$ cat config.mk
export PLATFORM = sky130hd
export DESIGN_NAME = gfx_layer_mix
export DESIGN_NICKNAME = d
export VERILOG_FILES = /design/src/hdl/gfx_video_pkg.sv /design/src/hdl/gfx_layer_mix.sv
export SDC_FILE = /design/constraint.sdc
export NUM_CORES = 1
export LEC_CHECK = 0
export ABC_AREA = 1
export BUFFER_PORTS_ARGS = -buffer_cell sky130_fd_sc_hd__clkbuf_2
export CAP_MARGIN = 25
export CORE_AREA = 2 2 39 41
export CTS_CLUSTER_SIZE = 12
export DETAILED_ROUTE_END_ITERATION = 10
export DIE_AREA = 0 0 41 43
export PLACE_DENSITY = 0.84
export SETUP_SLACK_MARGIN = 0.4
export SKIP_LAST_GASP = 1
export SLEW_MARGIN = 20
export SYNTH_ARGS = -nofsm -noshare
export SYNTH_HDL_FRONTEND = slang
export SYNTH_SLANG_ARGS = --single-unit
$ cat constraint.sdc
create_clock -name clk -period 0.8 [get_ports clk]
set_input_delay 0.04 -clock clk [delete_from_list [all_inputs] [get_ports clk]]
set_output_delay 0.04 -clock clk [all_outputs]
set_load 0.005 [all_outputs]
$ cat src/hdl/gfx_video_pkg.sv
`default_nettype none

package gfx_video_pkg;

    // layer fetchers sharing VRAM port B
    localparam int NUM_LAYERS = 2;

    // read slots per round, slots past NUM_LAYERS stay idle
    localparam int NUM_SLOTS = 4;
    localparam int SLOT_W = $clog2(NUM_SLOTS);

    // VRAM is 4K words, split in four 1K banks
    localparam int VRAM_DEPTH = 4096;

    typedef logic [11:0] vram_addr_t;
    typedef logic [15:0] vram_word_t;

    // hdump and vdump counters
    typedef logic [8:0] beam_t;

    typedef logic [7:0] color_t;
    typedef logic [7:0] scroll_t;

    typedef struct packed {
        logic                     video_en;
        logic                     flip;
        logic                     page;
        scroll_t [NUM_LAYERS-1:0] scroll_x;
    } gfx_cfg_t;

    // color 0 is transparent
    typedef struct packed {
        color_t color;
        logic   layer;
    } layer_pxl_t;

endpackage

`default_nettype wire

$ cat src/hdl/gfx_layer_mix.sv
`timescale 1ns/10ps
`default_nettype none

module gfx_layer_mix
    import gfx_video_pkg::*;
(
    input  wire           clk,
    input  wire           rst,
    input  wire gfx_cfg_t cfg,
    input  wire color_t   colors [NUM_LAYERS],
    output layer_pxl_t    pix
);

    layer_pxl_t top_pxl;

    // lowest opaque layer wins, last layer shows through otherwise
    always_comb begin
        top_pxl.color = colors[NUM_LAYERS-1];
        top_pxl.layer = 1'(NUM_LAYERS - 1);
        for (int k = NUM_LAYERS - 2; k >= 0; k--) begin
            if (colors[k] != '0) begin
                top_pxl.color = colors[k];
                top_pxl.layer = 1'(k);
            end
        end
    end

    always_ff @(posedge clk or posedge rst) begin
        if (rst) begin
            pix <= '0;
        end else begin
            pix <= cfg.video_en ? top_pxl : '0;
        end
    end

endmodule

`default_nettype wire

==> metrics.yaml <==
port-buffer-count: 27
grt_max_degree: 10
rsz0062_at_grt: "true"
die_x_microns: 41
violations: "hold timing"
ioPinCount: 46
arrival_ns: 0.72
syn_area_sq_um: 394.1
syn_inst: 42
grtUsageTotal_pct: 12.45
total_power_uw: 967.5
clock-sinks: 9
worst_pin_slew_ns: 0.2991
syn_area_per_cell_sq_um: 9.384
status: "finished with violations"
drc: 0
cts_inserted_buffers: 3
htreeDepth: 1
yosys_warnings: 0
dp_hpwl_microns: 637.8
setup_ws_ns: 0.04115
grt_pass1_wl_microns: 1462
initial_utilization_pct: 28.48
fmax_mhz: 1318
regMostFlops: "pix"
start_kind: "register"
drtAntennaViolNets: 0
min_period_over_period_pct: 94.86
largest_reg_flops: 9
p_per_area_nw_per_um2: 1451
peakVddDrop_mv: 0.4621
core_region_area_sq_um: 1384
dieArea_sq_um: 1763
drt_pass1_iterations: 4
leakagePower_nw: 0.3573
setup_tns_ns: 0
syn_to_final_growth_pct: 69.21
relSlewSlack_pct: 80.04
fill_cells: 123
crit_buf_inv: 1
seq_area_sq_um: 225.2
rows: 14
cp_slowest_cell: "dfrtp_1"
cp_top_family: "flip-flops"
drv_cap: 0
gp_congestion: 0.7479
viasPerCell: 4.359
post-route-min-period_ns: 0.7589
cts_root_buf: "clkbuf_4"
worstPathCellList: "clkbuf_2"
required_ns: 0.76
layout-drive-gt1-share_pct: 64.47
avgRoutedWirePerCell_microns: 9.587
nNetsFinal: 114
num_vias: 401
seq_area_frac_synth_pct: 57.14
cts.clk_slew.worst_paths_ns: 0.05
cp_max_fo: 1
die_y_microns: 43
n_antenna_cell: 0
grt_overflow: 0
multi_input_area_sq_um: 217.7
holdWs_ns: -0.2972
drt_iter0_drc: 8
grt_pass1_vias: 399
worst_path_largest_cell_delay_ns: 0.36
syn-num-nets: 79
cts_tree: "done"
criticalPathCategory: "register to primary output"
finalMaxSlewViolations: 0
drt_wl_total_microns: 882
hold_viol: 11
pre_cts_ws_ns: 0.001887
synth_seq_cells: 9
finalSetupViolations: 0
cp-end-kind: "primary output"
antenna_found_initial: 0
finish.utilization_pct: 48.19
reg_top3: "pix (9)"
hold_path_class: "input pin to async pin"
cts_buffer_depth: 2
yosysUniqueCellTypes: 10
## cells by family (layout without fill, tap and decap cells)
| kind of cell | Yosys count | count (layout) | synth area share (%) |
|---|---|---|---|
| buf+inv | 2 | 35 | 3.808 |
| flops | 9 | 9 | 57.14 |
| simple gates | 31 | 32 | 39.05 |
## routing by layer
layer | track usage, % | vias up | share of wire [%]
li1 | - | 204 | -
met1 | 13.90 | 179 | 38
met2 | 19.38 | 16 | 52
met3 | 3.141 | 2 | 9.4
met4 | 8.667 | 0 | 1.2
met5 | 0 | - | 0
## worst max path at each step
stage / to / start / cells past startpoint / slack (ns)
5_1_grt: pix[6] / pix[6] / 1 / 0.008
2_1_floorplan: pix[0] / cfg[18] / 3 / 0.15
3_5_place_dp: pix[8] / colors[8] / 5 / 0.002
6_report: pix[5] / pix[5] / 1 / 0.04
3_3_place_gp: pix[6] / colors[8] / 5 / 0.03
4_1_cts: pix[5] / pix[5] / 1 / 0.03
## power breakdown
part	switching, mW	leakage, nW	internal, mW	total [mW]
registers	0.00503	0.117	0.476	0.481
clock network	0.136	0.0150	0.191	0.326
logic	0.0785	0.225	0.0813	0.160
total	0.219	0.357	0.748	0.967
## per-stage QoR
step	cell area, sq um	instances
after detailed placement	545.5	85
final	666.9	92
after floorplan	397.9	42
after global routing	666.9	92
after global placement	545.5	85
after CTS	641.9	92
## repair_timing
item | 4_1_cts | 5_1_grt
cloned | 1 | 0
endpoints found under the hold margin | 10 | 11
setup buffers | 2 | 0
setup endpoints to repair | 18 | 18
resized for setup | 11 | 6
pin swaps | 5 | 7
## synth_stat cells
cell | count | area, sq um
nor2_4 | 1 | 11.26
buf_6 | 1 | 11.26
nor3b_4 | 1 | 18.77
nor2_1 | 2 | 7.510
nand2_1 | 17 | 63.81
inv_1 | 1 | 3.750
or2_1 | 1 | 6.260
and2_1 | 1 | 6.260
nand3_1 | 8 | 40.04
dfrtp_1 | 9 | 225.2
## cell usage in the layout, fill, tap and decap left out
cell type,Yosys,layout
and2_1,1,1
nand2_2,0,2
dfrtp_1,9,9
clkbuf_2,0,25
buf_6,1,3
nor2_4,1,2
nand2_1,17,15
nor3b_4,1,1
clkbuf_1,0,1
inv_1,1,1
clkbuf_4,0,3
or2_4,0,1
nor2_2,0,2
buf_4,0,2
nand3_2,0,8
## layout make-up
cell class	instances	share of cell area [%]
Clock buffer	4	3.940
Inverter	1	0.5629
Multi-Input combinational cell	32	32.65
Sequential cell	9	33.77
Tap cell	16	3.002
Timing Repair Buffer	30	26.08
(Power assumes the default switching activity.)
