--- config.mk ---
export PLATFORM = sky130hd
export DESIGN_NAME = gfx_vram_dma
export DESIGN_NICKNAME = d
export VERILOG_FILES = /design/src/hdl/gfx_video_pkg.sv /design/src/hdl/gfx_cpu_pkg.sv /design/src/hdl/gfx_vram_dma.sv
export SDC_FILE = /design/constraint.sdc
export NUM_CORES = 1
export LEC_CHECK = 0
export BUFFER_PORTS_ARGS = -buffer_cell sky130_fd_sc_hd__buf_2
export CORE_MARGIN = 1
export CORE_UTILIZATION = 45
export DETAILED_ROUTE_END_ITERATION = 8
export PLACE_DENSITY = 0.93
export SETUP_SLACK_MARGIN = 0.15
export SYNTH_ARGS = -nofsm -noshare
export SYNTH_HDL_FRONTEND = slang
export SYNTH_SLANG_ARGS = --single-unit
--- constraint.sdc ---
create_clock -name clk -period 3.26 [get_ports clk]
set_clock_uncertainty 0.2 [all_clocks]
set_input_delay 0 -clock clk [delete_from_list [all_inputs] [get_ports clk]]
set_output_delay 0 -clock clk [all_outputs]
set_load 0.005 [all_outputs]
--- src/hdl/gfx_video_pkg.sv ---
`default_nettype none

package gfx_video_pkg;

    // layer fetchers sharing VRAM port B
    localparam int NUM_LAYERS = 2;

    // read slots per round, slots past NUM_LAYERS stay idle
    localparam int NUM_SLOTS = 4;
    localparam int SLOT_W = $clog2(NUM_SLOTS);

    // VRAM is 4K words, split in four 1K banks
    localparam int VRAM_DEPTH = 4096;

    typedef logic [11:0] vram_addr_t;
    typedef logic [15:0] vram_word_t;

    // hdump and vdump counters
    typedef logic [8:0] beam_t;

    typedef logic [7:0] color_t;
    typedef logic [7:0] scroll_t;

    typedef struct packed {
        logic                     video_en;
        logic                     flip;
        logic                     page;
        scroll_t [NUM_LAYERS-1:0] scroll_x;
    } gfx_cfg_t;

    // color 0 is transparent
    typedef struct packed {
        color_t color;
        logic   layer;
    } layer_pxl_t;

endpackage

`default_nettype wire

--- src/hdl/gfx_cpu_pkg.sv ---
`default_nettype none

package gfx_cpu_pkg;

    typedef logic [12:0] cpu_addr_t;
    typedef logic [7:0]  cpu_byte_t;

    // VRAM bank and word offset inside a bank
    typedef logic [1:0] bank_t;
    typedef logic [9:0] dma_off_t;

    // configuration register indices, addr[1:0]
    localparam logic [1:0] REG_CTRL    = 2'd0;
    localparam logic [1:0] REG_SCROLL0 = 2'd1;
    localparam logic [1:0] REG_SCROLL1 = 2'd2;
    localparam logic [1:0] REG_DMA     = 2'd3;

    // single-cycle strobe request
    typedef struct packed {
        logic      vram_cs;
        logic      cfg_cs;
        logic      we;
        cpu_addr_t addr;
        cpu_byte_t data;
    } cpu_req_t;

    typedef struct packed {
        logic  start;
        bank_t src_bank;
        bank_t dst_bank;
    } dma_cmd_t;

endpackage

`default_nettype wire

--- src/hdl/gfx_vram_dma.sv ---
`timescale 1ns/10ps
`default_nettype none

module gfx_vram_dma
    import gfx_video_pkg::*;
    import gfx_cpu_pkg::*;
(
    input  wire             clk,
    input  wire             rst,
    input  wire cpu_req_t   req,
    input  wire dma_cmd_t   dma_cmd,
    input  wire vram_word_t ram_q,
    output vram_addr_t      ram_addr,
    output vram_word_t      ram_data,
    output logic [1:0]      ram_we,
    output logic            dma_busy
);

    typedef enum logic [1:0] {
        ST_IDLE,
        ST_READ,
        ST_WRITE
    } dma_state_t;

    dma_state_t state;
    bank_t      src_bank;
    bank_t      dst_bank;
    dma_off_t   word_cnt;

    always_ff @(posedge clk or posedge rst) begin
        if (rst) begin
            state    <= ST_IDLE;
            src_bank <= '0;
            dst_bank <= '0;
            word_cnt <= '0;
        end else begin
            case (state)
                ST_IDLE: begin
                    if (dma_cmd.start) begin
                        src_bank <= dma_cmd.src_bank;
                        dst_bank <= dma_cmd.dst_bank;
                        word_cnt <= '0;
                        state    <= ST_READ;
                    end
                end
                ST_READ: state <= ST_WRITE;
                ST_WRITE: begin
                    word_cnt <= word_cnt + 1'b1;
                    // last offset done after 1024 read/write pairs
                    state    <= (word_cnt == '1) ? ST_IDLE : ST_READ;
                end
                default: state <= ST_IDLE;
            endcase
        end
    end

    always_comb begin
        // idle: CPU owns port A, byte copied to both lanes
        ram_addr = req.addr[11:0];
        ram_data = {2{req.data}};
        ram_we   = {2{req.vram_cs & req.we}} & {req.addr[12], ~req.addr[12]};
        case (state)
            ST_READ: begin
                ram_addr = {src_bank, word_cnt};
                ram_we   = 2'b00;
            end
            ST_WRITE: begin
                // source word read in the previous cycle
                ram_addr = {dst_bank, word_cnt};
                ram_data = ram_q;
                ram_we   = 2'b11;
            end
            default: ;
        endcase
    end

    assign dma_busy = (state != ST_IDLE);

endmodule

`default_nettype wire

==> results.cfg <==
[status]
outcome = complete, no violations

[synthesis]
synth.area.mux_share = 0.0536
synthCells = 167
netlist-cell-type-count = 25
synth_seq_cells = 16
postSynthAreaPerCell_um2 = 7.27
synth-compound-area-share = 0.162
sequential_element_share_of_the_synthesized_area = 0.330
synth_simple_gate_area_share = 0.318
synthesized_net_count = 220
synth_top_family_by_area = simple AND/OR/NAND/NOR gates
ys.warnings.count = 0
yosys.area_share.adder = 0.0619
post_synth_instance_area_um2 = 1210
synth_area_in_xor_xnor = 0

[sta]
rsz0062_at_grt = false
maxSlewViolCount = 0
period_minus_slack_ns = 2.48
setup_viol = 0
slew-limit-headroom = 0.228
finalHoldViolCount = 0
slew_worst_pin_ns = 1.13
fmax_ghz = 0.404
fin_worst_hold_slack_ns = 0.0585
fin_ws_ns = 0.784
fin_crit_sh = 0.759
setup-tns-final_ns = 0

[critical_path]
ff2ff_path_depth = 6
worst_r2r_startpoint = state[0]$_DFFE_PP0P_
critical_path_required_ns = 3.28
timing.critical_path.fanout_max = 35
regToRegSetupSlack_ns = 0.78
endpoint_kind = register
critPathArrivalTime_ns = 2.50
timing_worst_setup_path_type = register to register
timing.rr.end = word_cnt[4]$_DFFE_PP0P_
timing.critical_path.from_type = register

[flow_run]
maxCapViolCount = 0

[die]
floorplan.die_area_um2 = 2910
dieHeight_um = 53.9
floorplan.initialDensity = 0.481
io-pin-count = 78
floorplan.rows = 18
horizontal_die_dimension_um = 53.9
fp.coreArea_um2 = 2520

[drt]
routed_wl_mm = 3.33
remaining_drc_errors = 0
vias_per_cell = 5.19
num_vias = 1427
detailedRoute.firstIterationViolations = 19
antenna_left = 0
detail_route.first_pass.iterations = 4
route.detailed.wl_per_inst_um = 12.1

[cts]
worst_skew_pair_later_pin_latency_ns = 0.29
clkTransAtPathRegs_ns = 0.09
clk_root_buffer_cell = clkbuf_4
tritoncts = built
post_cts_hold_buffer_count = 6
cts_resized = 0
postCtsSetupRepairBufs = 0
cts.htree.levels = 1
cts_num_sinks = 16
cts_inserted_buffers = 3
clockBufferDepth = 2

[layout]
leading_cell_type_in_the_layout_fill_and_taps_excluded = buf_2
post_route_cells_drive_above_1_share = 0.343
syn2layout_area_growth_pct = 39.3
diodes = 0
nets = 300
final_cell_mix = 76 x buf_2, 51 x nand2_1, 16 x inv_1, 16 x dfrtp_1, 14 x o21ai_0

[power_and_ir_drop]
power_density_nw_per_um2 = 635
p_leak_nw = 0.911
worst_ir_drop_vdd_v = 0.000609

[place]
placement.io_buffers = 76
gp_congestion = 0.770
placement.setup.worst_slack_ns = 0.793
dp_wirelength_mm = 2.41

[hold_path]
hold_path_end = ram_data[7]
timing.hold.worst.start = ram_q[7]
hold-path-cell-count = 4
hold_path.class = input pin to primary output

[global_routing]
grt_start_max_net_pins = 36
grt_pass1_wl_mm = 4.89
global_route.usage.total = 0.232
antenna_found_initial = 0
number_of_global_route_vias_before_repair = 1159
sum_of_overflow_across_all_layers_after_global_routing = 0
## layout make-up
cell class	instances	area (µm²)
clock buffer	3	22.5
tap	30	37.5
sequential	16	400
multi-input combinational	127	722
inverter	16	60.1
fill	237	832
timing repair buffer	83	448
## worst max-delay path, stage by stage (launching register included)
cell and delay [ns]:
dfrtp_1 0.41, inv_1 0.10, ha_1 0.20, buf_4 0.23, mux2i_1 0.86, o21ai_0 0.23, a21oi_1 0.18
## synthesized netlist by cell type
cell       n  area (µm²)
mux2i_1    2        20.0
or4_1      4        30.0
or3_1      2        12.5
buf_2      1        5.00
o31ai_1    6        45.0
ha_1       6        75.1
a22oi_1    2        15.0
o32ai_1    1        8.76
dfrtp_1   16         400
nor4_1     1        6.26
nor2_1     3        11.3
o21ai_0   14        70.1
clkbuf_1   7        26.3
nand3b_1   2        15.0
o21a_1     1        7.51
nand4b_1   1        8.76
mux2_2     4        45.0
nand4_1    3        18.8
inv_1     16        60.1
nand3_1    4        20.0
nand2b_1  10        62.6
nand2_1   51         191
nor4b_1    1        8.76
a32o_1     1        10.0
a21oi_1    8        40.0
## metrics by stage
step / std cells / cell area [µm²] / util / power (W)
floorplan: 167 / 1210 / - / 0.000699
global placement: 266 / 1610 / 0.637 / 0.000933
detailed placement: 266 / 1610 / 0.637 / 0.000953
CTS: 275 / 1690 / 0.670 / 0.00107
global route: 275 / 1690 / 0.670 / 0.00119
finish: 275 / 1690 / 0.670 / 0.00107
## where the power goes
part / switching, W / internal [W] / total [W]
Clock: 0.0000623 / 0.0000430 / 0.000105
Sequential: 0.0000438 / 0.000249 / 0.000293
Combinational: 0.000384 / 0.000290 / 0.000675
## worst max path at each step
| stage | cells after the start | endpoint | startpoint | slack [ns] |
|---|---|---|---|---|
| after floorplan | 6 | word_cnt[5]$_DFFE_PP0P_ | state[0]$_DFFE_PP0P_ | 1.36 |
| after global placement | 6 | word_cnt[9]$_DFFE_PP0P_ | state[0]$_DFFE_PP0P_ | 0.89 |
| after detailed placement | 6 | word_cnt[4]$_DFFE_PP0P_ | state[0]$_DFFE_PP0P_ | 0.79 |
| after CTS | 6 | word_cnt[4]$_DFFE_PP0P_ | state[0]$_DFFE_PP0P_ | 0.77 |
| after global routing | 6 | word_cnt[4]$_DFFE_PP0P_ | state[0]$_DFFE_PP0P_ | 0.52 |
| final | 6 | word_cnt[4]$_DFFE_PP0P_ | state[0]$_DFFE_PP0P_ | 0.78 |
## sequential cells by signal, indices dropped and copies added (netlist names)
register  cells
state         2
src_bank      2
word_cnt     10
dst_bank      2
## layer usage
metal  global-route usage  share of wire  up-vias
met2                0.418           0.52       43
met4               0.0351         0.0030        0
met5                    0              0        -
li1                     -              -      722
met1                0.275           0.42      660
met3               0.0650          0.056        2
## cells by family (layout without fill, tap and decap cells)
family	after synthesis	after routing
flip-flops	16	16
AND/OR/NAND/NOR	82	82
buffers and inverters	24	102
adder cells (fa/ha/maj)	6	6
multiplexers	6	6
AO/OA/AOI/OAI	33	33
(Power assumes the default switching activity.)
