**config.mk**
```make
export PLATFORM = sky130hd
export DESIGN_NAME = gfx_cpu_regs
export DESIGN_NICKNAME = d
export VERILOG_FILES = /design/src/hdl/gfx_video_pkg.sv /design/src/hdl/gfx_cpu_pkg.sv /design/src/hdl/gfx_cpu_regs.sv
export SDC_FILE = /design/constraint.sdc
export NUM_CORES = 1
export LEC_CHECK = 0
export ABC_AREA = 0
export BUFFER_PORTS_ARGS = -buffer_cell sky130_fd_sc_hd__buf_4
export CORE_MARGIN = 4
export CORE_UTILIZATION = 35
export CTS_BUF_LIST = sky130_fd_sc_hd__clkbuf_2 sky130_fd_sc_hd__clkbuf_4 sky130_fd_sc_hd__clkbuf_8
export DETAILED_ROUTE_END_ITERATION = 12
export PLACE_DENSITY = 0.71
export SLEW_MARGIN = 15
export SYNTH_ARGS = -nofsm -noshare
export SYNTH_HDL_FRONTEND = slang
export SYNTH_SLANG_ARGS = --single-unit
export TNS_END_PERCENT = 50
```
**constraint.sdc**
```tcl
create_clock -name clk -period 3.4 [get_ports clk]
set_clock_uncertainty 0.2 [all_clocks]
set_input_delay 0.17 -clock clk [delete_from_list [all_inputs] [get_ports clk]]
set_output_delay 0.17 -clock clk [all_outputs]
set_load 0.005 [all_outputs]
```
**src/hdl/gfx_video_pkg.sv**
```systemverilog
`default_nettype none

package gfx_video_pkg;

    // layer fetchers sharing VRAM port B
    localparam int NUM_LAYERS = 2;

    // read slots per round, slots past NUM_LAYERS stay idle
    localparam int NUM_SLOTS = 4;
    localparam int SLOT_W = $clog2(NUM_SLOTS);

    // VRAM is 4K words, split in four 1K banks
    localparam int VRAM_DEPTH = 4096;

    typedef logic [11:0] vram_addr_t;
    typedef logic [15:0] vram_word_t;

    // hdump and vdump counters
    typedef logic [8:0] beam_t;

    typedef logic [7:0] color_t;
    typedef logic [7:0] scroll_t;

    typedef struct packed {
        logic                     video_en;
        logic                     flip;
        logic                     page;
        scroll_t [NUM_LAYERS-1:0] scroll_x;
    } gfx_cfg_t;

    // color 0 is transparent
    typedef struct packed {
        color_t color;
        logic   layer;
    } layer_pxl_t;

endpackage

`default_nettype wire

```
**src/hdl/gfx_cpu_pkg.sv**
```systemverilog
`default_nettype none

package gfx_cpu_pkg;

    typedef logic [12:0] cpu_addr_t;
    typedef logic [7:0]  cpu_byte_t;

    // VRAM bank and word offset inside a bank
    typedef logic [1:0] bank_t;
    typedef logic [9:0] dma_off_t;

    // configuration register indices, addr[1:0]
    localparam logic [1:0] REG_CTRL    = 2'd0;
    localparam logic [1:0] REG_SCROLL0 = 2'd1;
    localparam logic [1:0] REG_SCROLL1 = 2'd2;
    localparam logic [1:0] REG_DMA     = 2'd3;

    // single-cycle strobe request
    typedef struct packed {
        logic      vram_cs;
        logic      cfg_cs;
        logic      we;
        cpu_addr_t addr;
        cpu_byte_t data;
    } cpu_req_t;

    typedef struct packed {
        logic  start;
        bank_t src_bank;
        bank_t dst_bank;
    } dma_cmd_t;

endpackage

`default_nettype wire

```
**src/hdl/gfx_cpu_regs.sv**
```systemverilog
`timescale 1ns/10ps
`default_nettype none

module gfx_cpu_regs
    import gfx_video_pkg::*;
    import gfx_cpu_pkg::*;
(
    input  wire             clk,
    input  wire             rst,
    input  wire cpu_req_t   req,
    input  wire vram_word_t vram_q,
    input  wire             dma_busy,
    output gfx_cfg_t        cfg,
    output dma_cmd_t        dma_cmd,
    output cpu_byte_t       cpu_din
);

    logic      rd_vram;
    logic      rd_hi;
    cpu_byte_t rd_reg;
    cpu_byte_t reg_val;

    // register value at the requested index
    always_comb begin
        case (req.addr[1:0])
            REG_CTRL:    reg_val = {5'b0, cfg.page, cfg.flip, cfg.video_en};
            REG_SCROLL0: reg_val = cfg.scroll_x[0];
            REG_SCROLL1: reg_val = cfg.scroll_x[1];
            default:     reg_val = {7'b0, dma_busy};
        endcase
    end

    always_ff @(posedge clk or posedge rst) begin
        if (rst) begin
            cfg     <= '0;
            dma_cmd <= '0;
            rd_vram <= 1'b0;
            rd_hi   <= 1'b0;
            rd_reg  <= '0;
        end else begin
            dma_cmd.start <= 1'b0;
            rd_vram       <= req.vram_cs & ~req.we;
            rd_hi         <= req.addr[12];
            rd_reg        <= '0;
            if (req.cfg_cs && req.we) begin
                case (req.addr[1:0])
                    REG_CTRL: begin
                        cfg.video_en <= req.data[0];
                        cfg.flip     <= req.data[1];
                        cfg.page     <= req.data[2];
                    end
                    REG_SCROLL0: cfg.scroll_x[0] <= req.data;
                    REG_SCROLL1: cfg.scroll_x[1] <= req.data;
                    default: begin
                        // DMA engine drops this if it is already running
                        dma_cmd.start    <= 1'b1;
                        dma_cmd.src_bank <= req.data[1:0];
                        dma_cmd.dst_bank <= req.data[3:2];
                    end
                endcase
            end
            if (req.cfg_cs && !req.we) begin
                rd_reg <= reg_val;
            end
        end
    end

    // VRAM word arrives one clock after the strobe
    assign cpu_din = rd_vram ? (rd_hi ? vram_q[15:8] : vram_q[7:0]) : rd_reg;

endmodule

`default_nettype wire

```
==> impl_metrics.csv <==
group,metric,value,unit
run,cap_violations,0,
pwr,power_density,496.4,mW/mm^2
critical_path,worst_setup_path_start_kind,"register",
cells_and_area,largest_register_ffs,19,
clock_tree,cts_tree,"built",
synthesis,netlist_area,0.001540,mm^2
synthesis,synth_edf_count,0,
global_route,grt-ovfl-total,0,
routing,drt-pass1-iter-count,4,
cells_and_area,syn2layout_area_growth,49.23,%
synthesis,synth-compound-area-share,0.06986,
placement,finalWeightedCongestion,0.8082,
clock_tree,h-tree-depth,2,
worst_hold_path,hp-class,"primary input to register",
synthesis,ys_seq_area_frac,0.5524,
synthesis,ys_types,22,
critical_path,max_stage_delay,0.59,ns
clock_tree,path_clk_slew,0.07,ns
critical_path,crit_required,3.03,ns
synthesis,async_reset_ff_frac,1.000,
global_route,antenna_found_initial,0,
critical_path,crit_type,"register to output port",
routing,ant_nets,0,
placement,portBuffers,64,
clock_tree,cts-buffers-inserted,5,
timing,finalWorstSetupSlack,1.677,ns
critical_path,critPathSlowestCell,"dfrtp_1",
clock_tree,cts_sinks,34,
die,die_w,74.34,um
synthesis,yosys-mux-area-fraction,0.2372,
clock_tree,root_buffer,"clkbuf_8",
placement,place_ws,1.960,ns
clock_tree,cts.repair.resized,0,
timing,fmaxAchievable,580.3,MHz
die,die_h,74.34,um
synthesis,synth_ff_type,"dfrtp_1",
critical_path,crit_chain,"mux2i_1 -> a21oi_1 -> buf_4",
routing,drtIter0Drc,23,
timing,drv_slew,0,
timing,setup-tns-final,0,ns
die,die_area,0.005526,mm^2
timing,slew_headroom,0.7137,
global_route,grt_max_degree,35,
cells_and_area,drive_gt1_frac,0.5101,
critical_path,crit_buf_inv,1,
synthesis,synth_adder_area_share,0,
critical_path,critPathArrivalTime,1.35,ns
routing,route.detailed.drc,0,
global_route,grt_pass1_vias,1187,
synthesis,synth-xor-area-share,0,
routing,routed_via_density,4.799,
cells_and_area,num-nets-final,240,
critical_path,path_delay_family,"flip-flops",
synthesis,synth-simple-area-share,0.1129,
critical_path,end_kind,"output port",
die,initial_core_util,0.3743,
timing,finalHoldViolCount,0,
routing,vias,1195,
routing,wl_per_cell,14.47,um
run_status,status,"complete, no violations",
timing,finalCriticalPeriod,1.723,ns
pwr,ir_worst_vdd,0.3068,mV
clock_tree,cts_buffer_depth,2,
timing,rsz0062_at_grt,"no",
timing,finalCritPeriodShare,0.5068,
die,ios,75,
synthesis,synth_top_family_by_area,"multiplexers",
synthesis,synth_cells,118,
synthesis,ys_ff_latch,34,
routing,drt_wl_total,3.602,mm
die,core-area,0.004115,mm^2
critical_path,worstPathMaxFanout,8,
timing,finalSetupViolCount,0,
die,row_count,23,
clock_tree,clk_latency,0.28,ns
placement,dp_hpwl,2.729,mm
pwr,p_leak,1.116,nW
synthesis,syn_nets,161,
global_route,grt_pass1_wl,5.513,mm
synthesis,synth_area_per_cell,13.05,um^2
global_route,globalRouteTotalUtil,0.1337,
synthesis,ys_warn_count,0,
timing,tightest_slew,0.4294,ns
## placed cells by master (no fill, tap or decap)
master         count
buf_4             65
dfrtp_1           34
mux2_2            23
nor2_1            13
dlygate4sd3_1     13
mux2i_1            8
a21oi_1            8
clkbuf_8           8
a22oi_1            5
a211oi_1           4
nand2b_1           3
inv_1              2
nand3_4            2
and2b_1            2
nor2b_1            2
diode_2            1
nand4_1            1
and2b_4            1
nor2b_4            1
nand2_1            1
nor3_2             1
mux4_1             1
## worst paths after layout
kind	from	to	slack, ns	depth (start not counted)
max	rd_hi$_DFF_PP0_	cpu_din[5]	1.68	3
min in group asynchronous	rst	rd_reg[0]$_DFF_PP0_	0.35	4
max in group asynchronous	rst	dma_cmd[0]$_DFFE_PP0P_	2.35	4
max reg2reg	cfg[8]$_DFFE_PP0P_	rd_reg[0]$_DFF_PP0_	2.06	2
min reg2reg	dma_cmd[3]$_DFFE_PP0P_	dma_cmd[3]$_DFFE_PP0P_	0.32	1
min	req[8]	rd_reg[2]$_DFF_PP0_	0.06	3
## per-stage QoR
step / utilization / power, mW / area (um^2) / hold WS (ns) / cells
5_1_grt: 0.5579 / 1.204 / 2296 / 0.08125 / 248
2_1_floorplan: - / 0.6332 / 1540 / 0.001430 / 118
3_3_place_gp: 0.4995 / 0.7899 / 2056 / 0.08082 / 227
4_1_cts: 0.5579 / 1.158 / 2296 / 0.05158 / 248
3_5_place_dp: 0.4995 / 0.8019 / 2056 / 0.08482 / 227
6_report: 0.5585 / 1.141 / 2298 / 0.05846 / 249
## area by class of cell
class	instances	area, um^2
repair buffers	78	618.1
fillers	374	1817
multi-input cells	76	646.9
flip-flops and latches	34	850.8
diodes	1	2.502
well taps	50	62.56
clock buffers	8	110.1
inverters	2	7.507
## layer usage
layer,wire length (um),GRT usage
met3,345,0.05000
met2,1702,0.2116
met5,0,0
met1,1487,0.1602
met4,68,0.06719
## timing repair
action                                 CTS  global route
endpoints found under the hold margin   61             0
buffers inserted                         0             0
hold buffers                            13             0
## tightest hold or removal path: cells and delay by family
| kind | cells | cell delay [ns] |
|---|---|---|
| compound gates | 1 | 0.06 |
| buf+inv | 1 | 0.14 |
| simple gates | 1 | 0.12 |
## power by group
group          internal (mW)  switching (mW)
logic                  0.183          0.0938
registers              0.472          0.0516
clock network          0.204           0.136
## synth_stat cells (2+ instances only)
library cell / instances / area share
a22oi_1: 5 / 0.024
clkbuf_1: 3 / 0.0073
and2b_1: 2 / 0.0097
nor2_1: 13 / 0.032
nand3_4: 2 / 0.023
a21oi_1: 8 / 0.026
nor2b_1: 2 / 0.0081
dfrtp_1: 34 / 0.55
a211oi_1: 4 / 0.019
inv_1: 2 / 0.0049
nand2b_1: 3 / 0.012
mux2i_1: 8 / 0.052
mux2_2: 23 / 0.17
## cell families after synthesis
family | after synthesis
simple gates | 27
compound gates | 17
flops | 34
mux | 32
buf+inv | 8
(Power assumes the default switching activity.)
