**src/hdl/gfx_video_pkg.sv**
```systemverilog
`default_nettype none

package gfx_video_pkg;

    // layer fetchers sharing VRAM port B
    localparam int NUM_LAYERS = 2;

    // read slots per round, slots past NUM_LAYERS stay idle
    localparam int NUM_SLOTS = 4;
    localparam int SLOT_W = $clog2(NUM_SLOTS);

    // VRAM is 4K words, split in four 1K banks
    localparam int VRAM_DEPTH = 4096;

    typedef logic [11:0] vram_addr_t;
    typedef logic [15:0] vram_word_t;

    // hdump and vdump counters
    typedef logic [8:0] beam_t;

    typedef logic [7:0] color_t;
    typedef logic [7:0] scroll_t;

    typedef struct packed {
        logic                     video_en;
        logic                     flip;
        logic                     page;
        scroll_t [NUM_LAYERS-1:0] scroll_x;
    } gfx_cfg_t;

    // color 0 is transparent
    typedef struct packed {
        color_t color;
        logic   layer;
    } layer_pxl_t;

endpackage

`default_nettype wire

```
**src/hdl/gfx_slot_seq.sv**
```systemverilog
`timescale 1ns/10ps
`default_nettype none

module gfx_slot_seq
    import gfx_video_pkg::*;
(
    input  wire                  clk,
    input  wire                  rst,
    input  wire vram_addr_t      fetch_addr [NUM_LAYERS],
    input  wire vram_word_t      ram_q,
    output vram_addr_t           ram_addr,
    output logic [NUM_LAYERS-1:0] rd_valid,
    output vram_word_t           rd_word
);

    logic [SLOT_W-1:0]     slot_cnt;
    logic [NUM_LAYERS-1:0] slot_hit;

    always_ff @(posedge clk or posedge rst) begin
        if (rst) begin
            slot_cnt <= '0;
        end else if (slot_cnt == SLOT_W'(NUM_SLOTS - 1)) begin
            slot_cnt <= '0;
        end else begin
            slot_cnt <= slot_cnt + 1'b1;
        end
    end

    // owner of the current slot, none past NUM_LAYERS
    always_comb begin
        ram_addr = '0;
        slot_hit = '0;
        for (int k = 0; k < NUM_LAYERS; k++) begin
            if (slot_cnt == SLOT_W'(k)) begin
                ram_addr    = fetch_addr[k];
                slot_hit[k] = 1'b1;
            end
        end
    end

    // RAM answers one clock later
    always_ff @(posedge clk or posedge rst) begin
        if (rst) begin
            rd_valid <= '0;
        end else begin
            rd_valid <= slot_hit;
        end
    end

    assign rd_word = ram_q;

endmodule

`default_nettype wire

```
**config.mk**
```make
export PLATFORM = sky130hd
export DESIGN_NAME = gfx_slot_seq
export DESIGN_NICKNAME = d
export VERILOG_FILES = /design/src/hdl/gfx_video_pkg.sv /design/src/hdl/gfx_slot_seq.sv
export SDC_FILE = /design/constraint.sdc
export NUM_CORES = 1
export LEC_CHECK = 0
export ABC_AREA = 1
export BUFFER_PORTS_ARGS = -buffer_cell sky130_fd_sc_hd__buf_2
export CAP_MARGIN = 5
export CORE_MARGIN = 3
export CORE_UTILIZATION = 25
export CTS_CLUSTER_DIAMETER = 60
export DETAILED_ROUTE_END_ITERATION = 6
export PLACE_DENSITY_LB_ADDON = 0.1
export SLEW_MARGIN = 20
export SYNTH_ARGS = -nofsm -noshare
export SYNTH_HDL_FRONTEND = slang
export SYNTH_SLANG_ARGS = --single-unit
```
**constraint.sdc**
```tcl
create_clock -name clk -period 1.65 [get_ports clk]
set_clock_uncertainty 0.2 [all_clocks]
set_input_delay 0.0825 -clock clk [delete_from_list [all_inputs] [get_ports clk]]
set_output_delay 0.0825 -clock clk [all_outputs]
set_load 0.01 [all_outputs]
```
==> results of run 1 <==
## registers in the layout (all words and copies together) (netlist names)
signal / count
rd_valid: 2
slot_cnt: 2
## worst min-delay path, delay by kind of cell
family | cells | cell delay, ps
buffers and inverters | 3 | 780
## worst paths after layout
path / start / end / cells past startpoint
min in group clk: fetch_addr[5] / ram_addr[5] / 4
worst min register to register: slot_cnt[0] / slot_cnt[0] / 1
max in group asynchronous: rst / slot_cnt[0] / 3
worst max-delay path: slot_cnt[1] / ram_addr[7] / 6
worst max register to register: slot_cnt[0] / rd_valid[1] / 2
worst min-delay path: rst / rd_valid[1] / 3
## area by class of cell
type / instances / area, sq um
Fill cell: 171 / 847
Clock buffer: 3 / 22.5
Timing Repair Buffer: 57 / 377
Multi-Input combinational cell: 40 / 216
Tap cell: 24 / 30.0
Sequential cell: 4 / 101
Inverter: 4 / 17.5
## cell usage after synthesis (all sizes together)
library cell	instances
nand2	24
buf	19
nand3	12
dfrtp	4
inv	4
ha	3
nor2	1
## logic make-up (layout without fill, tap and decap cells)
group                    Yosys count  after routing
adder cells (fa/ha/maj)            3              3
buffers and inverters             23             64
AND/OR/NAND/NOR                   37             37
flip-flops                         4              4
## layer usage
metal | vias up | track usage (%)
met5 | - | 0
met4 | 0 | 2.84
met3 | 0 | 7.36
met2 | 48 | 19.0
met1 | 225 | 11.7
li1 | 273 | -
## power breakdown
group / leakage [nW] / total, mW / internal (mW) / switching, mW
Clock: 0.0138 / 0.118 / 0.0811 / 0.0368
Sequential: 0.0475 / 0.0987 / 0.0987 / 0
Combinational: 0.377 / 0.112 / 0.0647 / 0.0468
## what timing repair did
item / CTS / global route
setup buffers: 0 / 0
endpoints found under the hold margin: 20 / 0
pin swaps: 0 / 1
hold buffers: 17 / 0
gates cloned: 0 / 0
resized for setup: 1 / 7
setup endpoints to repair: 12 / 12
==> metrics.yaml, run 1 <==
syn_to_final_growth_pct: 68.8
synth_nets: 112
grt_pass1_wl_mm: 2.06
crit_slowest_cell: "dfrtp_1"
wl_met1_microns: 503
hold_ws_ps: 75.1
antenna_cells: 0
period_needed_ps: 1530
final_common_cell: "buf_2"
clockBufferDepth: 2
wl_met3_microns: 190
grt_util_all_layers_pct: 11.3
cts_tree: "yes"
synth_mux_area_share_pct: 0
ys_seq_area_share_pct: 22.1
outcome: "completed"
worstSetupEndpointType: "primary output"
final_cell_mix: "buf_2, nand2_1, dlygate4sd3_1"
ios: 72
path_common_cell: "nand2_1"
fin_total_pwr_uw: 328
ys_ff_latch: 4
yosys.area.top_type_share_pct: 29.8
numCtsBuffers: 3
fmax_mhz: 653
postRouteAntennaNets: 0
cts_sinks: 4
crit_path_cell_trace: "inv_2 -> ha_4 -> buf_6 -> nand2_1 -> nand2_1 -> buf_2"
p_per_area_nw_per_um2: 429
grt_pass1_vias: 467
ir_drop_v: 0.000511
cp-start-kind: "register"
hold_violations: 0
fin_crit_sh_pct: 92.9
post_drt_wl_per_cell_microns: 10.5
setup_tns_ps: 0
post_layout_nonfiller_instances: 132
synth_area_per_cell_sq_um: 6.76
dpl_cell_area_sq_um: 539
ys_types: 9
antenna_found_initial: 0
dp.cells: 112
setup_violations: 0
place.gp.congestion: 0.697
drv_slew: 0
core-area_sq_um: 1610
grt_overflow: 0
rsz0062_at_grt: "no"
rows: 14
hold_class: "input pin to asynchronous set/reset pin"
postLayoutCellArea_sq_um: 764
drt_iter0_markers: 3
rrSetupSlack_ps: 580
die-area_sq_um: 2360
netlist_area_sq_um: 453
synthTopCellsByArea: "buf_4, dfrtp_1, nand2_1"
clkTransAtPathRegs_ps: 40
worst_slew_pin_slew_ps: 154
dp.final_hpwl_microns: 898
synth_xor_area_share_pct: 0
synth_simple_gate_area_share_pct: 34.0
highest_layer: "met3"
crit_family: "flip-flops"
clkLatencyLatePin_ps: 230
netlist.top_cell.by_area: "buf_4"
ys_warn_count: 0
drv_cap: 0
timing.critical_path.required_ps: 1370
htreeDepth: 1
fin_ws_ps: 118
utilization_pct: 47.4
cp_max_fo: 13
grt_max_degree: 14
p_leak_nw: 0.438
worstSetupPathType: "register to primary output"
via_count: 546
maxSlewHeadroom_pct: 89.7
nNetsFinal: 155
drt_first_pass_iters: 2
dp_slack_ps: 140
die_y_microns: 48.6
vias_per_cell: 4.14
postSynthCellCount: 67
port_buffers: 39
synth_compound_area_share_pct: 0
synth_fa_ha_area_share_pct: 8.29
dr_wl_met2_microns: 689
die_w_microns: 48.6
wl_mm: 1.38
root_buffer: "clkbuf_4"
synth_top_family_by_area: "buffers and inverters"
drc_errors: 0
crit_path_max_incr_delay_ps: 380
arrival_ps: 1250
drive_above_1_share_pct: 44.4
start_util_pct: 28.1
crit_buf_inv: 3
Power figures use the tool's default switching activity.
==> inputs of run 2 (changes only) <==
--- a/config.mk
+++ b/config.mk
@@ -10,5 +10,5 @@
 export CAP_MARGIN = 5
 export CORE_MARGIN = 3
-export CORE_UTILIZATION = 25
+export CORE_UTILIZATION = 27
 export CTS_CLUSTER_DIAMETER = 60
 export DETAILED_ROUTE_END_ITERATION = 6
==> constraint.sdc (replaced) <==
create_clock -name clk -period 1.65 [get_ports clk]
set_clock_uncertainty 0.2 [all_clocks]
set_input_delay 0.165 -clock clk [delete_from_list [all_inputs] [get_ports clk]]
set_output_delay 0.165 -clock clk [all_outputs]
set_load 0.01 [all_outputs]
==> metrics.yaml, run 2 (synthesized netlist as in run 1, its figures left out) <==
dpl_cell_area_sq_um: 537  # -0.46%
htreeDepth: 1  # unchanged
cts_sinks: 4  # unchanged
rsz0062_at_grt: "yes"
drv_slew: 0  # unchanged
grt_util_all_layers_pct: 9.30  # -2.0 points
nNetsFinal: 146  # -5.8%
cp-start-kind: "register"
grt_max_degree: 14  # unchanged
ios: 72  # unchanged
core-area_sq_um: 1540  # -4.3%
worstSetupEndpointType: "primary output"
hold_class: "input pin to primary output"
drt_iter0_markers: 2  # -1
hold_violations: 0  # unchanged
numCtsBuffers: 3  # unchanged
outcome: "completed"
period_needed_ps: 1620  # +90.2 ps
dp.final_hpwl_microns: 912  # +1.5%
drt_first_pass_iters: 2  # unchanged
grt_pass1_wl_mm: 1.44  # -30%
timing.critical_path.required_ps: 1280  # -90 ps
drc_errors: 0  # unchanged
drv_cap: 0  # unchanged
port_buffers: 39  # unchanged
postLayoutCellArea_sq_um: 659  # -14%
wl_mm: 1.20  # -13%
setup_tns_ps: 0  # unchanged
final_common_cell: "buf_2"
clkTransAtPathRegs_ps: 30  # about the same
rows: 14  # unchanged
fin_crit_sh_pct: 98.3  # +5.5 points
vias_per_cell: 4.27  # +3.2%
cp_max_fo: 5  # -8
crit_family: "flip-flops"
hold_ws_ps: 130  # +54.9 ps
crit_slowest_cell: "dfrtp_2"
post_drt_wl_per_cell_microns: 10.5  # about the same
antenna_found_initial: 0  # unchanged
cts_tree: "yes"
clockBufferDepth: 2  # unchanged
antenna_cells: 0  # unchanged
worstSetupPathType: "register to primary output"
clkLatencyLatePin_ps: 230  # about the same
crit_path_max_incr_delay_ps: 430  # +50 ps
maxSlewHeadroom_pct: 89.7  # about the same
fmax_mhz: 616  # -5.6%
final_cell_mix: "buf_2, nand2_1, nand3_1"
die_w_microns: 47.0  # -3.3%
start_util_pct: 29.4  # +1.3 points
drive_above_1_share_pct: 57.6  # +13 points
top_regs: "rd_valid x2, slot_cnt x2"
root_buffer: "clkbuf_4"
p_per_area_nw_per_um2: 435  # +1.4%
syn_to_final_growth_pct: 45.6
fin_total_pwr_uw: 287  # -13%
postRouteAntennaNets: 0  # unchanged
crit_buf_inv: 3  # unchanged
place.gp.congestion: 0.682  # -2.0%
grt_overflow: 0  # unchanged
grt_pass1_vias: 339  # -27%
arrival_ps: 1260  # about the same
setup_violations: 0  # unchanged
p_leak_nw: 0.407  # -7.1%
via_count: 491  # -10%
crit_path_cell_trace: "inv_2 -> ha_4 -> buf_4 -> nand3_1 -> nand2_1 -> buf_2"
worst_slew_pin_slew_ps: 154  # +0.236 ps
die_y_microns: 47.0  # -3.3%
die-area_sq_um: 2200  # -6.5%
ir_drop_v: 0.000448  # -12%
==> run 2: path summary, 6_finish.rpt <==
kind	startpoint	end	slack, ps	cells after the start
setup / recovery	slot_cnt[0]	ram_addr[6]	30	6
hold / removal	ram_q[14]	rd_word[14]	130	0
setup reg to reg	slot_cnt[0]	rd_valid[0]	460	4
hold reg to reg	slot_cnt[0]	slot_cnt[0]	310	1
max in group asynchronous	rst	slot_cnt[0]	930	3
min in group asynchronous	rst	rd_valid[1]	150	3
==> run 2: timing repair <==
item,in CTS,in global routing
hold buffers,1,0
endpoints found under the hold margin,4,0
setup endpoints to repair,12,12
setup buffers,0,6
pin swaps,1,0
resized for setup,6,9
==> run 2: where the power goes <==
part,total (mW),switching (mW),internal [mW]
registers,0.0987,0,0.0987
clock network,0.120,0.0388,0.0813
logic,0.0683,0.0292,0.0391
total,0.287,0.0680,0.219
==> run 2: per-stage QoR <==
step | cells | setup slack [ps] | util (%)
floorplan | 67 | 300 | -
global placement | 105 | 85.1 | 34.8
detailed placement | 105 | 59.7 | 34.8
CTS | 109 | 11.4 | 38.7
global route | 115 | -48.6 | 42.8
finish | 115 | 27.4 | 42.8
==> run 2: per-layer routing <==
layer | vias to the layer above | GRT usage, % | share of wire, %
met5 | - | 0 | 0
met2 | 27 | 11.9 | 46
li1 | 257 | - | -
met3 | 4 | 7.66 | 16
met4 | 0 | 2.21 | 0.50
met1 | 203 | 11.8 | 38
==> run 2: worst register-to-register path: stages (launching register included) <==
cell and delay, ps:
dfrtp_2 410, inv_2 60, ha_4 170, buf_6 130, buf_4 120
==> run 2: final cells by class <==
| cell class | instances | area [sq um] |
|---|---|---|
| fillers | 172 | 882 |
| repair buffers | 48 | 277 |
| multi-input cells | 40 | 219 |
| flip-flops and latches | 4 | 101 |
| clock buffers | 3 | 22.5 |
| inverters | 4 | 20.0 |
| well taps | 16 | 20.0 |
