<file path="src/hdl/gfx_video_pkg.sv">
`default_nettype none

package gfx_video_pkg;

    // layer fetchers sharing VRAM port B
    localparam int NUM_LAYERS = 2;

    // read slots per round, slots past NUM_LAYERS stay idle
    localparam int NUM_SLOTS = 4;
    localparam int SLOT_W = $clog2(NUM_SLOTS);

    // VRAM is 4K words, split in four 1K banks
    localparam int VRAM_DEPTH = 4096;

    typedef logic [11:0] vram_addr_t;
    typedef logic [15:0] vram_word_t;

    // hdump and vdump counters
    typedef logic [8:0] beam_t;

    typedef logic [7:0] color_t;
    typedef logic [7:0] scroll_t;

    typedef struct packed {
        logic                     video_en;
        logic                     flip;
        logic                     page;
        scroll_t [NUM_LAYERS-1:0] scroll_x;
    } gfx_cfg_t;

    // color 0 is transparent
    typedef struct packed {
        color_t color;
        logic   layer;
    } layer_pxl_t;

endpackage

`default_nettype wire

</file>
<file path="src/hdl/gfx_layer_fetch.sv">
`timescale 1ns/10ps
`default_nettype none

module gfx_layer_fetch
    import gfx_video_pkg::*;
#(
    parameter int LAYER = 0
) (
    input  wire             clk,
    input  wire             rst,
    input  wire gfx_cfg_t   cfg,
    input  wire beam_t      hdump,
    input  wire beam_t      vdump,
    output vram_addr_t      rd_addr,
    input  wire             rd_valid,
    input  wire vram_word_t rd_word,
    output color_t          color
);

    logic [7:0] eff_x;
    logic [7:0] scr_x;

    // mirrored column when the screen is flipped
    assign eff_x = cfg.flip ? (8'd255 - hdump[7:0]) : hdump[7:0];

    // wraps at 256
    assign scr_x = eff_x + cfg.scroll_x[LAYER];

    always_ff @(posedge clk or posedge rst) begin
        if (rst) begin
            rd_addr <= '0;
        end else begin
            // page, layer bank, tile row, tile column
            rd_addr <= {cfg.page, 1'(LAYER), vdump[7:3], scr_x[7:3]};
        end
    end

    // low byte of the tile word is the pixel color
    always_ff @(posedge clk or posedge rst) begin
        if (rst) begin
            color <= '0;
        end else if (rd_valid) begin
            color <= rd_word[7:0];
        end
    end

endmodule

`default_nettype wire

</file>
<file path="config.mk">
export PLATFORM = sky130hd
export DESIGN_NAME = gfx_layer_fetch
export DESIGN_NICKNAME = d
export VERILOG_FILES = /design/src/hdl/gfx_video_pkg.sv /design/src/hdl/gfx_layer_fetch.sv
export SDC_FILE = /design/constraint.sdc
export NUM_CORES = 1
export LEC_CHECK = 0
export BUFFER_PORTS_ARGS = -buffer_cell sky130_fd_sc_hd__buf_2
export CAP_MARGIN = 40
export CORE_UTILIZATION = 25
export CTS_CLUSTER_DIAMETER = 60
export DETAILED_ROUTE_END_ITERATION = 8
export PLACE_DENSITY = 0.63
export REMOVE_ABC_BUFFERS = 1
export SLEW_MARGIN = 20
export SYNTH_ARGS = -nofsm -noshare
export SYNTH_HDL_FRONTEND = slang
export SYNTH_SLANG_ARGS = --single-unit
</file>
<file path="constraint.sdc">
create_clock -name clk -period 1.2 [get_ports clk]
set_clock_uncertainty 0.15 [all_clocks]
set_input_delay 0.06 -clock clk [delete_from_list [all_inputs] [get_ports clk]]
set_output_delay 0.06 -clock clk [all_outputs]
set_load 0.01 [all_outputs]
</file>
==> results by group, run 1 <==
Run status
  – Result of the run: complete, but fails checks
  – Failing checks: negative setup slack

Routing
  – Drt initial violations: 8
  – Count of vias placed by the detailed router: ~880
  – Drt wl/cell: roughly 12 um
  – Via-to-Cell Ratio: between 4 and 5
  – Number of design rule violations left after detail routing: 0
  – 1st-pass router iterations: 4
  – Post-detailed-route count of antenna-violating nets: 0
  – Aggregate routed wire length: 2390 um

Global route
  – Largest net degree at the start of global routing: 20
  – Via count of the first global-routing pass: 910
  – Total congestion overflow after global routing: 0
  – Overall track demand over capacity in global routing: 12.3%
  – M3 GR Usage: 2.72%
  – Most utilized layer in the global route result: met2
  – Met2 usage in global routing: between 20% and 30%
  – First-pass GRT wire length: 3780 um
  – Antenna violations before repair: 0
  – Met1 track demand over resource in global routing: about an eighth

Synthesis
  – Synthesized-area fraction occupied by ao, oa, aoi and oai cells: 9.05%
  – Synthesized-area fraction occupied by adder cells: 7.99%
  – Fraction of the mapped netlist area in simple logic gates: 5.19%
  – Library cells used by synthesis: 26
  – Area share of the leading cell type in the synthesized netlist: 50.6%
  – Async set-reset flop share out of synthesis: 100%
  – Most frequent cell after synthesis: sky130_fd_sc_hd__dfrtp_1
  – EDFF count, synth: 0
  – Main combinational cell family by area after synthesis: XOR/XNOR gates
  – Post-Synth XOR/XNOR Area: 13.2%
  – Multiplexer share of the synthesized area: a little under a tenth
  – Part of the Yosys area used for sequential elements: 50.6%
  – Synthesized area per cell: between 10 and 15 um^2
  – Cells after Synth: 73
  – Syn Std Cell Area: ~940 um^2
  – Top cells by area in the synthesized netlist: sky130_fd_sc_hd__dfrtp_1 51%, sky130_fd_sc_hd__mux2_2 9.6%, sky130_fd_sc_hd__ha_1 8.0%
  – Count of synthesis-stage warnings from yosys: 0
  – Number of flip-flops and latches in the synthesized netlist: 19
  – Synth Flop Type: sky130_fd_sc_hd__dfrtp_1
  – Post-synth top area cell: sky130_fd_sc_hd__dfrtp_1
  – Top cells by count, synth: 19 x sky130_fd_sc_hd__dfrtp_1, 8 x sky130_fd_sc_hd__mux2_2, 7 x sky130_fd_sc_hd__xor2_1

Clock tree
  – Htree depth: 1
  – Longest Clk Path Bufs: 2
  – Clock slew at reported path FFs: 0.06 ns
  – CTS buffer count: 3
  – CTS Root Cell: sky130_fd_sc_hd__clkbuf_8
  – Worst-Skew Late Latency: 0.24 ns
  – Number of sinks driven by the clock tree: 19
  – CTS tree: done

Die
  – Die boundary height: 63.3 um
  – Boundary Pins: 76
  – Core area: 0.00347 mm^2
  – Initial core utilization: between 20% and 30%
  – Horizontal die dimension: about 63 um
  – Area of the die: 0.00401 mm^2
  – Core Rows: 21

STA
  – Number of setup violations in the final report: 5
  – Final worst path period share: 136%
  – Final Max Tran Viols: 0
  – Final critical-path required period: approximately 1.6 ns
  – Post-route setup slack: -0.430 ns
  – Fmax: about 0.6 GHz
  – RSZ-0062 raised after global routing: true
  – Final Hold Viols: 0
  – Sum of negative setup slack: -1.16 ns

Setup path
  – Largest driver fanout on the critical path: 4
  – Launch point of the critical path: hdump[3]
  – Startpoint types: primary input
  – Worst Reg-to-Reg Cells: 1
  – Critical path start-end classification: primary input to register
  – Reg-to-Reg Start: color[6]
  – CP Data Required Time: 1.17 ns
  – Worst reg2reg setup slack: ~0.29 ns
  – Signal arrival time at the worst endpoint: 1.59 ns
  – Element type at the critical path end: register
  – Endpoint of the worst register-to-register path: color[6]

Cells and area
  – Filler Cells Inserted: 337
  – Total area of multi-input combinational cells: 510 um^2
  – Storage cell area: 475 um^2
  – NumNets Final: 223
  – Fraction of layout instances using a drive strength above 1: 59.4%
  – Total inserted antenna cells: 0
  – Layout overhead on the synthesized area: 80.7%
  – Final std cell area, no fill: ~0.0017 mm^2

Min path
  – Capture endpoint of the worst hold path: color[7]
  – Startpoint of the tightest hold check path: rd_valid
  – Hold Path Depth: 2
  – Hold crit path type: primary input to register

Placed design
  – Port Buffer Count: 52
  – Placer Congestion: 0.728
  – Cell area reported after detailed placement: 0.00129 mm^2

Power
  – Maximum vdd drop: 366 uV
  – Static Leakage: about 0.0008 uW
  – Power density cells: 1110 mW/mm^2
  – Post-route total power: 1880 uW

Job
  – Max-cap check violation count: 0
critical path, cell delays in order:
cell and delay, ns:
sky130_fd_sc_hd__buf_6 0.09, sky130_fd_sc_hd__xor2_2 0.16, sky130_fd_sc_hd__ha_1 0.34, sky130_fd_sc_hd__nand4_1 0.17
sky130_fd_sc_hd__o22ai_4 0.12, sky130_fd_sc_hd__and4_4 0.16, sky130_fd_sc_hd__or4_4 0.50
how the worst max path moves through the flow:
stage	endpoint	slack (ns)
after global placement	rd_addr[3]	-0.79
after CTS	rd_addr[3]	-0.44
final	rd_addr[3]	-0.43
after global routing	rd_addr[3]	-0.49
after detailed placement	rd_addr[3]	-0.87
after floorplan	rd_addr[3]	-0.59
final cells by class:
class                   count  share of cell area, %
well taps                  46                   3.39
repair buffers             86                   35.0
multi-input cells          47                   30.1
flip-flops and latches     19                   28.0
inverters                   4                  0.884
clock buffers               4                   2.65
layer usage:
layer | vias up | wire length [um]
met5 | - | 0
met4 | 0 | 61
met3 | 8 | 198
met2 | 52 | 1290
met1 | 391 | 840
li1 | 425 | -
kinds of logic (layout without fill, tap and decap cells):
kind of cell / Yosys count / in the layout
other: 1 / 1
adder cells (fa/ha/maj): 6 / 6
flip-flops: 19 / 19
AND/OR/NAND/NOR: 8 / 8
AO/OA/AOI/OAI: 12 / 12
buffers and inverters: 7 / 94
XOR/XNOR: 12 / 12
multiplexers: 8 / 8
sequential cells by signal, summed over array words and instances (netlist names):
signal,count
color,8
rd_addr,11
what timing repair did:
item | 4_1_cts | 5_1_grt
setup endpoints to repair | 5 | 5
endpoints found under the hold margin | 34 | 0
buffers inserted | 6 | 6
resized for setup | 11 | 12
pin swaps | 10 | 12
hold buffers | 16 | 0
stage by stage:
| step | hold WS (ns) | utilization [%] | setup WS [ns] | std cells |
|---|---|---|---|---|
| after global placement | -0.0679 | 37.3 | -0.790 | 176 |
| after global routing | 0.0664 | 49.0 | -0.486 | 206 |
| after floorplan | -0.139 | - | -0.586 | 70 |
| after detailed placement | -0.0625 | 37.3 | -0.868 | 176 |
| after CTS | 0.0498 | 45.7 | -0.437 | 201 |
| final | 0.0487 | 49.0 | -0.430 | 206 |
layout by cell type (no fill, tap or decap), types with 2 or more instances in the layout:
cell type and instances:
sky130_fd_sc_hd__a211oi_1 2, sky130_fd_sc_hd__buf_6 3, sky130_fd_sc_hd__a21oi_2 2, sky130_fd_sc_hd__ha_1 5, sky130_fd_sc_hd__inv_1 3, sky130_fd_sc_hd__buf_4 16
sky130_fd_sc_hd__mux2_2 8, sky130_fd_sc_hd__xor2_2 2, sky130_fd_sc_hd__a21oi_1 2, sky130_fd_sc_hd__clkbuf_8 3, sky130_fd_sc_hd__xor2_1 5, sky130_fd_sc_hd__dfrtp_1 19
sky130_fd_sc_hd__dlygate4sd3_1 16, sky130_fd_sc_hd__buf_2 49, sky130_fd_sc_hd__xnor2_1 4
report_power, final:
group	internal, uW	total [uW]	leakage, uW	switching [uW]
clock	235	406	0.0000228	171
combinational	399	718	0.000573	319
sequential	728	754	0.000221	26.3
total	1360	1880	0.000818	516
No activity file was read; power rests on OpenSTA's default activity.
==> inputs of run 2 (changes only) <==
Settings changed: ABC_AREA set to 1, PLACE_DENSITY 0.63 to 0.61.
==> run 2 against run 1 <==
  * The flow now finishes without violations
  * Core utilization fell by 5.0 points
  * Wire length fell by 6.9%
  * Register-to-register slack is essentially flat
  * Largest power group unchanged
==> results by group, run 2 <==
Run status
  – Result of the run: finished clean (was complete, but fails checks)

STA
  – Fmax: 0.846 GHz (was 0.614 GHz)
  – Final worst path period share: 98.5% (was 136%)
  – Final Hold Viols: 0 (unchanged)
  – Number of setup violations in the final report: 0 (was 5)
  – Final critical-path required period: 1.18 ns (was 1.63 ns)
  – RSZ-0062 raised after global routing: true (unchanged)
  – Final Max Tran Viols: 0 (unchanged)

Die
  – Initial core utilization: 27.0% (was 27.1%)
  – Core Rows: 22 (was 21)
  – Die boundary height: 66.1 um (was 63.3 um)
  – Area of the die: 0.00437 mm^2 (was 0.00401 mm^2)
  – Boundary Pins: 76 (unchanged)
  – Horizontal die dimension: 66.1 um (was 63.3 um)
  – Core area: 0.00380 mm^2 (was 0.00347 mm^2)

Cells and area
  – Final std cell area, no fill: 0.00167 mm^2 (was 0.00170 mm^2)
  – Total inserted antenna cells: 0 (unchanged)
  – Most common library cell in the layout ignoring fill and taps: sky130_fd_sc_hd__buf_2 (unchanged)
  – Highest-count cells in the layout ignoring fill and taps: 50 x sky130_fd_sc_hd__buf_2, 21 x sky130_fd_sc_hd__nand2_1, 19 x sky130_fd_sc_hd__dfrtp_1 (was 49 x sky130_fd_sc_hd__buf_2, 19 x sky130_fd_sc_hd__dfrtp_1, 16 x sky130_fd_sc_hd__dlygate4sd3_1, 16 x sky130_fd_sc_hd__buf_4, 8 x sky130_fd_sc_hd__mux2_2)
  – Max reg flops: 11 (unchanged)
  – Largest registers: rd_addr: 11 flops, color: 8 flops (unchanged)
  – Fraction of layout instances using a drive strength above 1: 50.3% (was 59.4%)
  – Layout overhead on the synthesized area: 62.6% (was 80.7%)
  – NumNets Final: 250 (was 223)
  – Largest register by flop count: rd_addr (unchanged)

Synthesis
  – Top cells by count, synth: 27 x sky130_fd_sc_hd__nand2_1, 19 x sky130_fd_sc_hd__dfrtp_1, 17 x sky130_fd_sc_hd__inv_1 (was 19 x sky130_fd_sc_hd__dfrtp_1, 8 x sky130_fd_sc_hd__mux2_2, 7 x sky130_fd_sc_hd__xor2_1)
  – Post-synth top area cell: sky130_fd_sc_hd__dfrtp_1 (unchanged)
  – Synthesized area per cell: 9.51 um^2 (was 12.9 um^2)
  – EDFF count, synth: 0 (unchanged)
  – Library cells used by synthesis: 21 (was 26)
  – Count of synthesis-stage warnings from yosys: 0 (unchanged)
  – Most frequent cell after synthesis: sky130_fd_sc_hd__nand2_1 (was sky130_fd_sc_hd__dfrtp_1)
  – Cells after Synth: 108 (was 73)
  – Async set-reset flop share out of synthesis: 100% (unchanged)
  – Top cells by area in the synthesized netlist: sky130_fd_sc_hd__dfrtp_1 46%, sky130_fd_sc_hd__nand2_1 9.9%, sky130_fd_sc_hd__mux2_2 8.8% (was sky130_fd_sc_hd__dfrtp_1 51%, sky130_fd_sc_hd__mux2_2 9.6%, sky130_fd_sc_hd__ha_1 8.0%)
  – Area share of the leading cell type in the synthesized netlist: 46.3% (was 50.6%)
  – Syn Std Cell Area: 0.00103 mm^2 (was 940 um^2)
  – Number of flip-flops and latches in the synthesized netlist: 19 (unchanged)
  – Synth Flop Type: sky130_fd_sc_hd__dfrtp_1 (unchanged)
  – Part of the Yosys area used for sequential elements: 46.3% (was 50.6%)

Setup path
  – Endpoint of the worst register-to-register path: color[5] (was color[6])
  – Signal arrival time at the worst endpoint: 1.17 ns (was 1.59 ns)
  – Reg-to-Reg Start: color[5] (was color[6])
  – Worst Reg-to-Reg Cells: 1 (unchanged)
  – Startpoint types: primary input (unchanged)
  – Critical path start-end classification: primary input to register (unchanged)
  – Worst reg2reg setup slack: 0.30 ns (was 0.29 ns)
  – CP Data Required Time: 1.19 ns (was 1.17 ns)
  – Largest driver fanout on the critical path: 8 (was 4)
  – Element type at the critical path end: register (unchanged)

Job
  – Max-cap check violation count: 0 (unchanged)

Clock tree
  – Number of sinks driven by the clock tree: 19 (unchanged)
  – CTS Root Cell: sky130_fd_sc_hd__clkbuf_8 (unchanged)
  – Worst-Skew Late Latency: 0.24 ns (about the same)
  – Htree depth: 1 (unchanged)
  – CTS tree: done (unchanged)
  – Longest Clk Path Bufs: 2 (unchanged)
  – CTS buffer count: 3 (unchanged)
  – Clock slew at reported path FFs: 0.06 ns (about the same)

Min path
  – Capture endpoint of the worst hold path: rd_addr[4] (was color[7])
  – Startpoint of the tightest hold check path: cfg[7] (was rd_valid)
  – Hold Path Depth: 4 (was 2)
  – Hold crit path type: primary input to register (unchanged)

Power
  – Post-route total power: 1790 uW (was 1880 uW)
  – Power density cells: 1070 mW/mm^2 (was 1110 mW/mm^2)
  – Static Leakage: 0.000904 uW (was 0.000818 uW)
  – Maximum vdd drop: 344 uV (was 366 uV)

Global route
  – Met1 track demand over resource in global routing: 11.5% (was 11.8%)
  – Met2 usage in global routing: 19.5% (was 24.6%)
  – Overall track demand over capacity in global routing: 10.4% (was 12.3%)
  – M3 GR Usage: 1.90% (was 2.72%)
  – Via count of the first global-routing pass: 914 (was 910)
  – Most utilized layer in the global route result: met2 (unchanged)
  – Antenna violations before repair: 0 (unchanged)
  – Largest net degree at the start of global routing: 20 (unchanged)
  – First-pass GRT wire length: 3510 um (was 3780 um)
  – Total congestion overflow after global routing: 0 (unchanged)

Routing
  – Drt wl/cell: 9.46 um (was 11.6 um)
  – Number of design rule violations left after detail routing: 0 (unchanged)
  – 1st-pass router iterations: 3 (was 4)
  – Post-detailed-route count of antenna-violating nets: 0 (unchanged)
  – Aggregate routed wire length: 2220 um (was 2390 um)
  – Via-to-Cell Ratio: 3.91 (was 4.25)
  – Drt initial violations: 14 (was 8)
  – Count of vias placed by the detailed router: 920 (was 876)

Placed design
  – Final HPWL from detailed placement: ~1600 um
  – Placer Congestion: 0.734 (was 0.728)
  – Cell area reported after detailed placement: 0.00139 mm^2 (was 0.00129 mm^2)
  – Port Buffer Count: 52 (unchanged)
run 2: cell types whose count changed in the layout (fill, tap and decap cells not counted), sizes merged, moves of 2 or more:
cell	delta
nor2	+3
nand3	+5
a21oi	-2
xnor2	-4
nand2	+27
a211oi	-2
inv	+14
o21ai	+2
buf	-7
run 2: what timing repair did:
action	in CTS	in global routing
resized for setup	7	15
endpoints found under the setup margin	3	5
hold buffers	15	0
pin swaps	3	12
setup buffers	1	1
endpoints found under the hold margin	33	0
run 2: layout make-up:
class | instances | area, um^2
Inverter | 18 | 67.6
Clock buffer | 4 | 45.0
Sequential cell | 19 | 475
Timing Repair Buffer | 78 | 514
Multi-Input combinational cell | 68 | 508
Fill cell | 366 | 2130
Tap cell | 48 | 60.1
run 2: critical path, stage by stage:
cell                      delay (ns)
sky130_fd_sc_hd__buf_12         0.12
sky130_fd_sc_hd__xor2_1         0.16
sky130_fd_sc_hd__ha_1           0.33
sky130_fd_sc_hd__nand2_1        0.07
sky130_fd_sc_hd__inv_1          0.06
sky130_fd_sc_hd__nand3_2        0.09
sky130_fd_sc_hd__nand2_4        0.10
sky130_fd_sc_hd__nand2_2        0.06
sky130_fd_sc_hd__nand3_1        0.07
sky130_fd_sc_hd__nand2_1        0.06
run 2: cells by family (layout without fill, tap and decap cells):
family	Yosys count	after routing	synth area share (%)
AOI/OAI and AO/OA	6	6	3.53
xor gates and xnor gates	8	8	8.65
buffers and inverters	21	100	8.89
adders and majority gates	6	6	7.31
DFF	19	19	46.3
muxes	8	8	8.77
and+or+nand+nor	39	39	16.2
other	1	1	0.365
run 2: layer usage:
metal | up-vias | part of all wire [%]
met5 | - | 0
met4 | 0 | 0.36
met3 | 2 | 8.6
met2 | 47 | 50
met1 | 385 | 41
li1 | 486 | -
run 2: worst max-delay path by stage:
| stage | to | slack (ns) | cells past startpoint | startpoint |
|---|---|---|---|---|
| 2_1_floorplan | rd_addr[3] | -0.04 | 10 | cfg[17] |
| 3_3_place_gp | rd_addr[4] | -0.39 | 8 | cfg[17] |
| 3_5_place_dp | rd_addr[4] | -0.34 | 8 | cfg[17] |
| 4_1_cts | rd_addr[4] | 0.03 | 11 | cfg[17] |
| 5_1_grt | rd_addr[3] | -0.07 | 11 | cfg[17] |
| 6_report | rd_addr[2] | 0.02 | 10 | cfg[17] |
run 2: stage by stage:
stage | hold slack [ns] | setup WS (ns) | std cells | TNS (ns) | util, %
after floorplan | -0.139 | -0.0417 | 105 | -0.0889 | -
after global placement | -0.0611 | -0.386 | 214 | -1.41 | 36.6
after detailed placement | -0.0603 | -0.342 | 214 | -1.40 | 36.6
after CTS | 0.0275 | 0.0253 | 234 | 0 | 42.5
after global routing | 0.0440 | -0.0749 | 235 | -0.205 | 44.0
final | 0.0287 | 0.0175 | 235 | 0 | 44.0
run 2: report_power, final:
group	leakage [uW]	internal [uW]	switching [uW]	total, uW
combinational	0.000659	326	307	632
clock	0.0000228	235	182	417
sequential	0.000223	720	22.8	743
total	0.000904	1280	511	1790
